===== src/common/nn_ctrl_pkg.sv =====
`default_nettype none

package nn_ctrl_pkg;

	// word and buffer geometry
	localparam int CFG_WORD_W      = 128;
	localparam int LAYER_CFG_W     = 512;
	localparam int WORDS_PER_LAYER = 4;
	localparam int MAX_LAYERS      = 8;
	localparam int CFG_WORDS       = WORDS_PER_LAYER * MAX_LAYERS;
	localparam int BUF_ADDR_W      = 5;

	// fields of a layer configuration
	localparam int ALGO_SEL_LSB    = 1;
	localparam int ALGO_SEL_W      = 3;
	localparam int LAST_LAYER_BIT  = 9;
	localparam int RES_ADDR_LSB    = 64;  // 32-bit result address
	localparam int RES_LEN_LSB     = 96;  // 32-bit result length

	// DDR read request, {length, address}
	localparam int RD_DDR_CFG_W    = 64;

	localparam logic [ALGO_SEL_W-1:0] ALGO_CNN  = 3'd1;
	localparam logic [ALGO_SEL_W-1:0] ALGO_FC   = 3'd2;
	localparam logic [ALGO_SEL_W-1:0] ALGO_LSTM = 3'd3;

	// task sequencer states
	localparam logic [2:0] ST_IDLE        = 3'd0;
	localparam logic [2:0] ST_CONFIG      = 3'd1;
	localparam logic [2:0] ST_DATA_PREP   = 3'd2;
	localparam logic [2:0] ST_CAL         = 3'd3;
	localparam logic [2:0] ST_RESULT_READ = 3'd4;
	localparam logic [2:0] ST_LAYER_CFG   = 3'd5;

endpackage

`default_nettype wire


===== src/common/layer_cfg_if.sv =====
`timescale 1ns/1ps
`default_nettype none

interface layer_cfg_if;

	logic [nn_ctrl_pkg::LAYER_CFG_W-1:0] cfg;     // current layer
	logic                                loaded;  // cfg just refreshed
	logic                                fetch;   // request for the next layer
	logic                                rewind;  // back to layer 0

	modport loader (
		output cfg,
		output loaded,
		input  fetch,
		input  rewind
	);

	modport sequencer (
		input  cfg,
		input  loaded,
		output fetch,
		output rewind
	);

	modport dispatch (
		input  cfg
	);

endinterface

`default_nettype wire


===== src/logic/task_sequencer.sv =====
`timescale 1ns/1ps
`default_nettype none

module task_sequencer (
	input  wire          I_sys_clk,
	input  wire          I_sys_rst_n,
	input  wire          cfg_valid,
	input  wire          first_layer_ready,
	input  wire          mac_to_ddr_done,
	input  wire          ddr_to_mac_done,
	input  wire          engine_done,
	layer_cfg_if.sequencer link,
	output logic         cfg_send,
	output logic         cal_start,
	output logic         result_req,
	output logic         rewind_out
);

	logic [2:0] state;

	assign link.rewind = rewind_out;

	always_ff @(posedge I_sys_clk) begin
		if (!I_sys_rst_n) begin
			state      <= nn_ctrl_pkg::ST_IDLE;
			link.fetch <= 1'b0;
			cfg_send   <= 1'b0;
			cal_start  <= 1'b0;
			result_req <= 1'b0;
			rewind_out <= 1'b0;
		end else begin
			// every output here is a one-cycle pulse
			link.fetch <= 1'b0;
			cfg_send   <= 1'b0;
			cal_start  <= 1'b0;
			result_req <= 1'b0;
			rewind_out <= 1'b0;

			case (state)
				nn_ctrl_pkg::ST_IDLE: begin
					if (cfg_valid) begin
						state <= nn_ctrl_pkg::ST_CONFIG;
					end
				end
				nn_ctrl_pkg::ST_CONFIG: begin
					if (first_layer_ready) begin
						link.fetch <= 1'b1; // layer 0 is in the buffer
					end
					if (link.loaded) begin
						cfg_send <= 1'b1;
						state    <= nn_ctrl_pkg::ST_DATA_PREP;
					end
				end
				nn_ctrl_pkg::ST_DATA_PREP: begin
					// input data still moving into DDR
					if (mac_to_ddr_done) begin
						cal_start <= 1'b1;
						state     <= nn_ctrl_pkg::ST_CAL;
					end
				end
				nn_ctrl_pkg::ST_CAL: begin
					if (engine_done) begin
						if (link.cfg[nn_ctrl_pkg::LAST_LAYER_BIT]) begin
							result_req <= 1'b1;
							state      <= nn_ctrl_pkg::ST_RESULT_READ;
						end else begin
							link.fetch <= 1'b1;
							state      <= nn_ctrl_pkg::ST_LAYER_CFG;
						end
					end
				end
				nn_ctrl_pkg::ST_LAYER_CFG: begin
					// config goes out first, start follows one cycle later
					if (cfg_send) begin
						cal_start <= 1'b1;
						state     <= nn_ctrl_pkg::ST_CAL;
					end else if (link.loaded) begin
						cfg_send <= 1'b1;
					end
				end
				nn_ctrl_pkg::ST_RESULT_READ: begin
					if (ddr_to_mac_done) begin
						rewind_out <= 1'b1;
						state      <= nn_ctrl_pkg::ST_IDLE;
					end
				end
				default: begin
					state <= nn_ctrl_pkg::ST_IDLE;
				end
			endcase
		end
	end

endmodule

`default_nettype wire


===== src/flat_wrapper.sv =====
// flat-port wrapper written by rule: the top's interface ports become plain ports
module task_sequencer_flat 
  (I_sys_clk, I_sys_rst_n, cfg_valid, first_layer_ready, mac_to_ddr_done, ddr_to_mac_done, engine_done, cfg_send, cal_start, result_req, rewind_out, link_cfg, link_loaded, link_fetch, link_rewind);
  layer_cfg_if link_i ();
  input  wire I_sys_clk;
  input  wire I_sys_rst_n;
  input  wire cfg_valid;
  input  wire first_layer_ready;
  input  wire mac_to_ddr_done;
  input  wire ddr_to_mac_done;
  input  wire engine_done;
  output logic cfg_send;
  output logic cal_start;
  output logic result_req;
  output logic rewind_out;
  input wire logic [$bits(link_i.cfg)-1:0] link_cfg;
  input wire logic [$bits(link_i.loaded)-1:0] link_loaded;
  output wire logic [$bits(link_i.fetch)-1:0] link_fetch;
  output wire logic [$bits(link_i.rewind)-1:0] link_rewind;
  assign link_i.cfg = link_cfg;
  assign link_i.loaded = link_loaded;
  assign link_fetch = link_i.fetch;
  assign link_rewind = link_i.rewind;
  task_sequencer u_core (.I_sys_clk(I_sys_clk), .I_sys_rst_n(I_sys_rst_n), .cfg_valid(cfg_valid), .first_layer_ready(first_layer_ready), .mac_to_ddr_done(mac_to_ddr_done), .ddr_to_mac_done(ddr_to_mac_done), .engine_done(engine_done), .link(link_i), .cfg_send(cfg_send), .cal_start(cal_start), .result_req(result_req), .rewind_out(rewind_out));
endmodule

===== config.mk =====
export PLATFORM = sky130hd
export DESIGN_NAME = task_sequencer_flat
export DESIGN_NICKNAME = d
export VERILOG_FILES = /design/src/common/nn_ctrl_pkg.sv /design/src/common/layer_cfg_if.sv /design/src/logic/task_sequencer.sv /design/src/flat_wrapper.sv
export SDC_FILE = /design/constraint.sdc
export NUM_CORES = 1
export LEC_CHECK = 0
export BUFFER_PORTS_ARGS = -buffer_cell sky130_fd_sc_hd__buf_2
export CORE_AREA = 2 2 206 208
export CTS_BUF_LIST = sky130_fd_sc_hd__clkbuf_8
export DETAILED_ROUTE_END_ITERATION = 6
export DIE_AREA = 0 0 208 210
export GPL_TIMING_DRIVEN = 0
export PLACE_DENSITY_LB_ADDON = 0.25
export RECOVER_POWER = 100
export SLEW_MARGIN = 25
export SYNTH_ARGS = -nofsm -noshare
export SYNTH_HDL_FRONTEND = slang
export SYNTH_SLANG_ARGS = --single-unit
export TNS_END_PERCENT = 50

===== constraint.sdc =====
create_clock -name I_sys_clk -period 1.5 [get_ports I_sys_clk]
set_input_delay 0.075 -clock I_sys_clk [delete_from_list [all_inputs] [get_ports I_sys_clk]]
set_output_delay 0.075 -clock I_sys_clk [all_outputs]
set_load 0.005 [all_outputs]

-- After elaboration in Yosys (flattened, before gate mapping)
Index checks and enable logic that the tools add are counted.
- eq/ne operators: 11
- mux-type cells: 20
- reductions and logical operators: 4
- operator list (cell ; number):
    3-bit 2-to-1 mux ; 6
    3-bit case mux with 6 select lines ; 1
    1-bit 2-to-1 mux ; 10
    2-bit != test, second input constant ; 5
    3-bit by 2-bit == test with 1-bit output, second input constant ; 2
    3-bit == test, second input constant ; 2
    1-bit case mux with 2 select lines ; 3
    6-bit AND reduction ; 1
    3-bit by 1-bit == test with 1-bit output, second input constant ; 1
    3-bit logical NOT ; 1
    3-bit AND reduction ; 1
    2-bit by 1-bit != test with 1-bit output, second input constant ; 1
    2-bit AND reduction ; 1
- bits in registers: 8

-- Logic depth before layout (Yosys ltp)
Gate-level depths: netlist of run 1.
- depth after elaboration: 3
- mapped depth: 4
- gate-level depth less buffers: 3

-- Least setup slack after synthesis of run 1
OpenSTA, ideal clock, no wires.
- path kind: flip-flop to flip-flop
- start: register u_core.state[1]
- end: register u_core.state[0]
- arrival: 1.020 ns
- required time: 1.427 ns
- setup slack: 0.408 ns
- stages on the path, launching flop included: 5
- cell sequence: dfxtp_1 -> buf_6 -> mux2_4 -> o22a_1 -> o22ai_2
- longest elaborated chain between the ends: 3
- elaborated cells between the ends (all ways): 14
- classes of those cells: eq/ne: 11; mux: 1; reduce/logical: 2
- ends and longest elaborated chain (what ; RTL line ; RTL):
    start, declared ; task_sequencer.sv:19 ; logic [2:0] state;
    start signal, assigned ; task_sequencer.sv:25 ; state <= nn_ctrl_pkg::ST_IDLE;
    start signal, assigned ; task_sequencer.sv:42 ; state <= nn_ctrl_pkg::ST_CONFIG;
    start signal, assigned ; task_sequencer.sv:51 ; state <= nn_ctrl_pkg::ST_DATA_PREP;
    3-bit == test (tied with other cells) ; task_sequencer.sv:39 ; case (state)
    2-bit by 1-bit != test with 1-bit output (no source line) or 2-bit != test (tied branches) ; - ;
    6-bit AND reduction (no source line) ; - ;
Parallel ways exist; a longest one is shown, timed or not.
A chain may end at the register's enable or synchronous reset.

-- Worst setup path after layout of run 1
- start: register u_core.state[2]
- end: register u_core.state[0]
Same word-level chain as after synthesis.

==> results of run 1 <==
[through the flow]
| step | power [µW] | std cells | area, µm² |
|---|---|---|---|
| after floorplan | 314 | 44 | 410 |
| after global placement | 362 | 597 | 1150 |
| after detailed placement | 361 | 597 | 1150 |
| after CTS | 627 | 600 | 1200 |
| after global routing | 653 | 600 | 1190 |
| final | 610 | 600 | 1190 |
[placed cells by master, fill, tap and decap left out, drive strengths merged]
| master | count |
|---|---|
| a21bo | 1 |
| a21oi | 2 |
| nand2b | 4 |
| o2bb2ai | 1 |
| inv | 2 |
| nor3 | 2 |
| o21bai | 1 |
| o22a | 1 |
| mux2 | 1 |
| a2111oi | 1 |
| clkbuf | 9 |
| a221o | 1 |
| nor2b | 1 |
| dfxtp | 8 |
| nor2 | 3 |
| nor4bb | 1 |
| nand3b | 2 |
| o21a | 2 |
| buf | 12 |
| o22ai | 1 |
| mux2i | 1 |
| nand2 | 3 |
| nand4b | 1 |
[flip-flops by register name, summed over array words and instances (netlist names)]
signal	count
u_core.cfg_send	1
u_core.result_req	1
u_core.cal_start	1
u_core.link.rewind	1
u_core.state	3
u_core.link.fetch	1
[area by class of cell]
cell class              count  area [µm²]  share of cell area [%]
well taps                 539         674                    56.7
plain buffers               4        27.5                    2.31
multi-input cells          30         214                    18.0
inverters                   2        7.51                   0.631
flip-flops and latches      8         160                    13.5
repair buffers             14        65.1                    5.47
clock buffers               3        41.3                    3.47
[worst min-delay path: stages]
cell,delay [ps]
buf_2,110
nand2_1,50
nor2_1,30
[cells in the mapped netlist (all sizes together)]
master / n
a2111oi: 1
a21bo: 1
a21oi: 2
a221o: 1
buf: 4
dfxtp: 8
inv: 2
mux2: 1
mux2i: 1
nand2: 3
nand2b: 4
nand3b: 2
nand4b: 1
nor2: 3
nor2b: 1
nor3: 2
nor4bb: 1
o21a: 2
o21bai: 1
o22a: 1
o22ai: 1
o2bb2ai: 1
[power breakdown]
group	switching, µW	internal, µW
sequential	5.96	226
clock	84.8	174
combinational	63.0	56.4
[path summary, 6_finish.rpt]
check	cells after the start	endpoint
worst max-delay path	4	u_core.state[0]$_SDFFE_PN0P_
worst min-delay path	3	u_core.result_req$_SDFF_PN0_
worst max register to register	4	u_core.state[0]$_SDFFE_PN0P_
worst min register to register	1	u_core.cfg_send$_SDFF_PN0_
[cell families (layout without fill, tap and decap cells)]
logic type,count (synthesis),in the layout,share of synthesized area (%)
AO/OA/AOI/OAI,11,11,22.3
multiplexers,2,2,6.10
buffers and inverters,6,23,8.84
AND/OR/NAND/NOR,17,17,23.8
flip-flops,8,8,39.0
[routing by layer]
layer  GRT usage, %  up-vias  wire, µm
met5              0        -        23
met4          0.220        4         6
met3           1.15        4       312
met2           1.74        6      1110
met1          0.890      178       721
li1               -      190         -
==> impl_results.md, run 1 <==
- Hpwl dp: between 1500 and 2000 µm
- Worst skew pair latency: around 220 ps
- Port bufs: 14
- Diode count: 0
- Syn Inst Count: 44
- PwrDens: 513 nW/µm²
- Cts hold-fix bufs: 0
- Slew @ Worst Pin: between 300 and 400 ps
- Critical setup path kind: reg2reg
- Worst Setup SP: u_core.state[2]$_SDFFE_PN0P_
- Worst hold slack: 84.3 ps
- Reg-to-Reg Start: u_core.state[2]$_SDFFE_PN0P_
- Synth warn: 0
- Status: finished clean
- Syn Nets: 564
- Vias in the first global route: 394
- # rows: 75
- CTS tree: yes
- Antenna viol nets, final: 0
- DRT Wirelength: 2170 µm
- CP Buf/Inv Count: 1
- Crit path max-delay family: compound AO/OA/AOI/OAI gates
- Final worst slack: 233 ps
- Arrival @ worst endpoint: 1420 ps
- Layout cells sized above 1: about 31%
- Post-layout util: 2.87%
- Pins Over Slew Limit: 0
- Clk sink count: 8
- Grt total ovfl: 0
- Die Area: 43,700 µm²
- Crit share post-route: 84.5%
- Count of final setup violators: 0
- Pleak: 0.000219 µW
- CTS clk-pin slew, worst paths: 40 ps
- TritonCTS buffer count: 3
- Critical path fanouts, max: 10
- Sequential fraction of the synthesis area: about two fifths
- Area grow syn2layout: 190%
- Syn Area/Cell: roughly 9.3 µm²
- # fillers: 4,982
- CP startpoint kind: flip-flop
- Synth Cell Area: approximately 410 µm²
- Largest net degree at the start of global routing: 11
- HP Start: link_cfg[9]
- Initial DRC count: 21
- Post-CTS Setup Inserts: 0
- Critical Path Max Stage Delay: between 300 and 400 ps
- Die W: ~210 µm
- CP max-delay cell: a221o_1
- Netlist cell types: 24
- GR Util All Layers: around 1.1%
- Initial core utilization: 0.989%
- Vias after detailed routing: 382
- Max-capacitance violation count: 0
- Setup Skew: 0.169 ps
- Initial antenna violation count: 2
- Pre-CTS WS: 340 ps
- Gpl congestion: 0.590
- Synth top area share: 39.0%
- Die H: 210 µm
- Core area: 41,500 µm²
- Synth area leader: dfxtp_1
- Crit end category: flip-flop
- Ranking of synthesized cells by area: dfxtp_1 (39%), nand2b_1 (6.1%), mux2_4 (3.7%)
- Normalized max-slew margin: 73.8%
- Peak supply drop: 0.000171 V
- Critical path data required time: 1650 ps
- Via-per-instance ratio: 0.637
- Io pins: 526
- Clk root buf: clkbuf_8
- Worst min-delay path class: in2reg
- R2R Setup Slk: 230 ps
- Pre-antenna DRT Iters: 4
- First-pass GRT wire length: 2930 µm
- H-tree depth: 1
- Avg WL per Cell: between 3 and 4 µm
- CP Cell Sequence: clkbuf_1 > nor2_1 > a221o_1 > o22ai_2
- CTS Buffer Depth: 2
- Fin nets: 583
- Setup tns final: 0 ps
- Final hold violations: 0
- # resized after CTS: 0
- DR DRC count: 0
- Fmax: 789 MHz
- Setup repair after global routing missed its margin: no
- Synth Register Bits: 8
- Final min period: ~1300 ps
No activity file was read; power rests on OpenSTA's default activity.
==> run 2, diff against run 1 <==
clock period = 1.2 ns   (was 1.5 ns; I/O delays follow)
==> run 2 against run 1 <==
- sequential share of layout area fell by 0.22 points
- critical endpoint unchanged
- core utilization barely moved
- clock skew barely moved
- setup slack got worse by 170 ps
- combinational power rose by 34%
- via count rose by 3.7%
- hold slack got worse by 14 ps
- clock power rose by 24%
- flip-flop and latch count did not move
- final cell count rose by 0.33%
- wire length rose by 1.1%
- critical path type unchanged
==> impl_results.md, run 2 (same netlist as run 1, synthesis figures left out) <==
- Crit end category: flip-flop
- Worst min-delay path class: in2reg
- Setup Skew: 0.607 ps (+0.437 ps)
- Vias after detailed routing: 396 (+3.7%)
- Pleak: 0.000235 µW (+6.9%)
- Pins Over Slew Limit: 0 (unchanged)
- Layout cells sized above 1: 36.5% (+5.4 points)
- Post-layout util: 2.92% (+0.048 points)
- Peak supply drop: 0.000221 V (+29%)
- Via-per-instance ratio: 0.658 (+3.3%)
- Met2 WL: 1140 µm (+3.1%)
- Initial core utilization: 0.989% (unchanged)
- Clk sink count: 8 (unchanged)
- Io pins: 526 (unchanged)
- Critical setup path kind: reg2reg
- Avg WL per Cell: 3.64 µm (+0.72%)
- Pre-antenna DRT Iters: 3 (-1)
- Die W: 208 µm (unchanged)
- Commonest non-fill, non-tap cell in the layout: buf_2
- Final hold violations: 0 (unchanged)
- Hpwl dp: 1910 µm (unchanged)
- Max-capacitance violation count: 0 (unchanged)
- Arrival @ worst endpoint: 1290 ps (-130 ps)
- Fmax: 878 MHz (+11%)
- Diode count: 0 (unchanged)
- Register area: 160 µm² (unchanged)
- Metal3 WL: 312 µm (unchanged)
- Worst skew pair latency: 220 ps (about the same)
- CTS tree: yes
- Status: finished clean
- Critical path data required time: 1350 ps (-300 ps)
- Pre-CTS WS: 40.3 ps (-300 ps)
- CP startpoint kind: flip-flop
- Area of the multi-input gates: 220 µm² (+2.9%)
- PwrDens: 639 nW/µm² (+25%)
- Core area: 41,500 µm² (unchanged)
- DRT Wirelength: 2190 µm (+1.1%)
- DR DRC count: 0 (unchanged)
- Critical path fanouts, max: 6 (-4)
- Count of final setup violators: 0 (unchanged)
- Die Area: 43,700 µm² (unchanged)
- Final min period: 1140 ps (-128 ps)
- Gpl congestion: 0.590 (unchanged)
- Grt total ovfl: 0 (unchanged)
- Met1 Wirelength: 709 µm (-1.7%)
- GR Util All Layers: 1.07% (unchanged)
- Setup tns final: 0 ps (unchanged)
- Vias in the first global route: 394 (unchanged)
- H-tree depth: 1 (unchanged)
- Top Layer Used: met5
- Largest net degree at the start of global routing: 11 (unchanged)
- Port bufs: 14 (unchanged)
- # rows: 75 (unchanged)
- Max reg flops: 3 (unchanged)
- Crit share post-route: 94.9% (+10 points)
- Slew @ Worst Pin: 252 ps (-142 ps)
- Initial DRC count: 20 (-4.8%)
- Final worst slack: 60.6 ps (-172 ps)
- Initial antenna violation count: 2 (unchanged)
- CTS Buffer Depth: 2 (unchanged)
- TritonCTS buffer count: 3 (unchanged)
- Antenna viol nets, final: 0 (unchanged)
- Largest Register: u_core.state
- Fin nets: 585 (+0.34%)
- Setup repair after global routing missed its margin: no
- Cts hold-fix bufs: 0 (unchanged)
- Area grow syn2layout: 195%
- First-pass GRT wire length: 2930 µm (unchanged)
- Clk root buf: clkbuf_8
- Most frequent cells in the layout: buf_2 (12), dfxtp_1 (8), nand2b_1 (4), clkbuf_1 (4)
- # fillers: 4,982 (unchanged)
- Die H: 210 µm (unchanged)
- Normalized max-slew margin: 83.2% (+9.4 points)
- CTS clk-pin slew, worst paths: 40 ps (about the same)
==> run 2: what timing repair did <==
action,CTS,global route
setup endpoints to repair,0,2
setup buffers,0,2
gates resized for setup,0,2
==> run 2: critical path: stages, from the launching register on <==
cell	delay, ps
dfxtp_1	310
buf_6	120
mux2_4	290
o22a_1	210
o22ai_2	130
==> run 2: layout make-up <==
cell class / count / area share, %
Tap cell: 539 / 55.7
Multi-Input combinational cell: 30 / 18.2
Sequential cell: 8 / 13.2
Timing Repair Buffer: 16 / 6.41
Clock buffer: 3 / 3.41
Buffer: 4 / 2.38
Inverter: 2 / 0.620
==> run 2: final timing paths <==
path	start	endpoint	slack, ps	cells after the start
worst max-delay path	u_core.state[1]$_SDFFE_PN0P_	u_core.state[0]$_SDFFE_PN0P_	60	4
worst min-delay path	link_cfg[9]	u_core.result_req$_SDFF_PN0_	70	3
worst max register to register	u_core.state[1]$_SDFFE_PN0P_	u_core.state[0]$_SDFFE_PN0P_	60	4
worst min register to register	u_core.cfg_send$_SDFF_PN0_	u_core.cfg_send$_SDFF_PN0_	510	1
==> run 2: metrics by stage <==
| step | instance area (µm²) | hold slack [ps] | power, µW | instances |
|---|---|---|---|---|
| floorplan | 410 | 174 | 392 | 44 |
| global placement | 1150 | 315 | 453 | 597 |
| detailed placement | 1150 | 307 | 451 | 597 |
| CTS | 1200 | 66.4 | 784 | 600 |
| global route | 1210 | 76.1 | 829 | 602 |
| finish | 1210 | 69.9 | 773 | 602 |
==> run 2: layer usage <==
layer | vias to the layer above | track usage (%)
met4 | 4 | 0.220
met2 | 6 | 1.74
li1 | 195 | -
met5 | - | 0
met1 | 187 | 0.890
met3 | 4 | 1.15
==> run 2: power breakdown <==
group / switching (µW) / leakage (µW) / internal, µW / total (µW)
clock network: 104 / 0.0000216 / 217 / 322
logic: 82.2 / 0.000148 / 78.0 / 160
registers: 7.94 / 0.0000650 / 283 / 291
==> run 3, diff against run 2 <==
CTS_BUF_LIST = not set   (was sky130_fd_sc_hd__clkbuf_8)
==> run 3 against run 2 <==
- clock power is 76% higher
- sequential share of layout area shrank 0.18 points
- via count shrank 2.8%
- core utilization about the same
- die area unchanged
- global-route usage about the same
- cell area grew 1.3%
- register-to-register slack got worse by 30 ps
- wire length about the same
- clock skew about the same
==> impl_results.md, run 3 (same netlist as run 1, synthesis figures left out) <==
- Avg WL per Cell: 3.65 µm (+0.24%)
- Die Area: 43,700 µm² (unchanged)
- TritonCTS buffer count: 3 (unchanged)
- CTS clk-pin slew, worst paths: 40 ps (about the same)
- Combinational fraction of design power: 14.8% (-5.9 points)
- Largest net degree at the start of global routing: 11 (unchanged)
- Vias in the first global route: 390 (-1.0%)
- GR Util All Layers: 1.09% (+0.025 points)
- Via-per-instance ratio: 0.642 (-2.5%)
- Critical path fanouts, max: 10 (+4)
- Switching Fraction: 22.1% (-3.1 points)
- Die H: 210 µm (unchanged)
- Final hold violations: 0 (unchanged)
- Setup repair after global routing missed its margin: yes
- Normalized max-slew margin: 81.3% (-1.9 points)
- Fin nets: 583 (-0.34%)
- Vias after detailed routing: 385 (-2.8%)
- Final min period: 1170 ps (+27.4 ps)
- Grt total ovfl: 0 (unchanged)
- # rows: 75 (unchanged)
- Setup Skew: 0.788 ps (+0.182 ps)
- Port bufs: 14 (unchanged)
- First-pass GRT wire length: 2930 µm (-0.24%)
- Commonest non-fill, non-tap cell in the layout: buf_2
- Count of final setup violators: 0 (unchanged)
- Pins Over Slew Limit: 0 (unchanged)
- Area grow syn2layout: 199%
- Pre-antenna DRT Iters: 2 (-1)
- Status: finished clean
- CTS Buffer Depth: 2 (unchanged)
- Gpl congestion: 0.590 (unchanged)
- Most frequent cells in the layout: buf_2 (12), dfxtp_1 (8), nand2b_1 (4), clkbuf_1 (4)
- Core area: 41,500 µm² (unchanged)
- DR DRC count: 0 (unchanged)
- Final worst slack: 33.3 ps (-27.4 ps)
- H-tree depth: 1 (unchanged)
- Sw power: 223 µW (+14%)
- Flop pwr share: 28.9% (-8.7 points)
- Peak supply drop: 0.000298 V (+35%)
- Initial core utilization: 0.989% (unchanged)
- Clk root buf: clkbuf_16
- Slew @ Worst Pin: 279 ps (+27.7 ps)
- Internal power: 784 µW (+36%)
- Pleak: 0.000239 µW (+2.0%)
- Crit share post-route: 97.2% (+2.3 points)
- Max reg flops: 3 (unchanged)
- Worst min-delay path class: in2reg
- Crit end category: flip-flop
- Antenna viol nets, final: 0 (unchanged)
- Clk sink count: 8 (unchanged)
- Clock share of power: 56.3% (+15 points)
- Cts hold-fix bufs: 0 (unchanged)
- Arrival @ worst endpoint: 1330 ps (+40 ps)
- CP startpoint kind: flip-flop
- Io pins: 526 (unchanged)
- Critical setup path kind: reg2reg
- Layout cells sized above 1: 32.8% (-3.7 points)
- Worst skew pair latency: 230 ps (about the same)
- Pre-CTS WS: 40.3 ps (unchanged)
- Diode count: 0 (unchanged)
- Die W: 208 µm (unchanged)
- Initial antenna violation count: 2 (unchanged)
- CTS tree: yes
- Largest Register: u_core.state
- Inst Count DP: 597 (unchanged)
- Initial DRC count: 27 (+35%)
- Non-filler cells in the finished layout: 600 (-0.33%)
- Hpwl dp: 1910 µm (unchanged)
- Fmax: 857 MHz (-2.3%)
- DRT Wirelength: 2190 µm (about the same)
- Critical path data required time: 1360 ps (about the same)
- Max-capacitance violation count: 0 (unchanged)
- PwrDens: 821 nW/µm² (+29%)
## run 3: cell count changes in the layout (fill, tap and decap cells not counted), sizes merged
cell    delta
buf        -1
clkbuf     -1
## run 3: final timing paths
check                                                  start                      endpoint  slack [ps]  cells past startpoint
worst max-delay path            u_core.state[1]$_SDFFE_PN0P_  u_core.state[0]$_SDFFE_PN0P_          30                      4
worst min-delay path                             link_cfg[9]  u_core.result_req$_SDFF_PN0_          60                      3
worst max register to register  u_core.state[1]$_SDFFE_PN0P_  u_core.state[0]$_SDFFE_PN0P_          30                      4
worst min register to register    u_core.cfg_send$_SDFF_PN0_    u_core.cfg_send$_SDFF_PN0_         500                      1
## run 3: cell type report
type                            instances  area, µm²
Inverter                                2       7.51
Sequential cell                         8        160
Buffer                                  4       28.8
Fill cell                            4979      40300
Timing Repair Buffer                   14       65.1
Clock buffer                            3       75.1
Multi-Input combinational cell         30        215
Tap cell                              539        674
## run 3: stage by stage
step | utilization, % | area (µm²) | hold WS [ps] | power, µW | setup TNS [ps]
after global placement | 2.78 | 1150 | 315 | 453 | 0
after detailed placement | 2.78 | 1150 | 307 | 451 | 0
after floorplan | - | 410 | 174 | 392 | 0
after CTS | 2.97 | 1230 | 61.9 | 1030 | 0
after global routing | 2.96 | 1230 | 72.2 | 1060 | -6.14
final | 2.96 | 1230 | 61.1 | 1010 | 0
## run 3: power groups by stage
| stage | combinational, µW | sequential (µW) | clock (µW) |
|---|---|---|---|
| floorplan | 99.6 | 293 | 0 |
| global placement | 158 | 295 | 0 |
| detailed placement | 155 | 296 | 0 |
| CTS | 155 | 291 | 583 |
| global route | 170 | 292 | 601 |
| finish | 149 | 291 | 567 |
## run 3: timing repair
| item | 4_1_cts | 5_1_grt |
|---|---|---|
| setup buffers | 0 | 0 |
| gates resized for setup | 0 | 1 |
| endpoints found under the hold margin | 0 | 0 |
| endpoints found under the setup margin | 0 | 2 |
## run 3: critical path: stages, from the launching register on
cell and delay (ps):
dfxtp_1 310, buf_6 140, mux2_4 300, o22a_1 210
o22ai_2 140
## run 3: layer usage
metal / global-route usage, % / wire length, µm / share of wire, %
met2: 1.71 / 1080 / 49
met4: 0.367 / 42 / 1.9
met3: 1.19 / 321 / 15
met5: 0 / 22 / 1.0
met1: 0.908 / 722 / 33
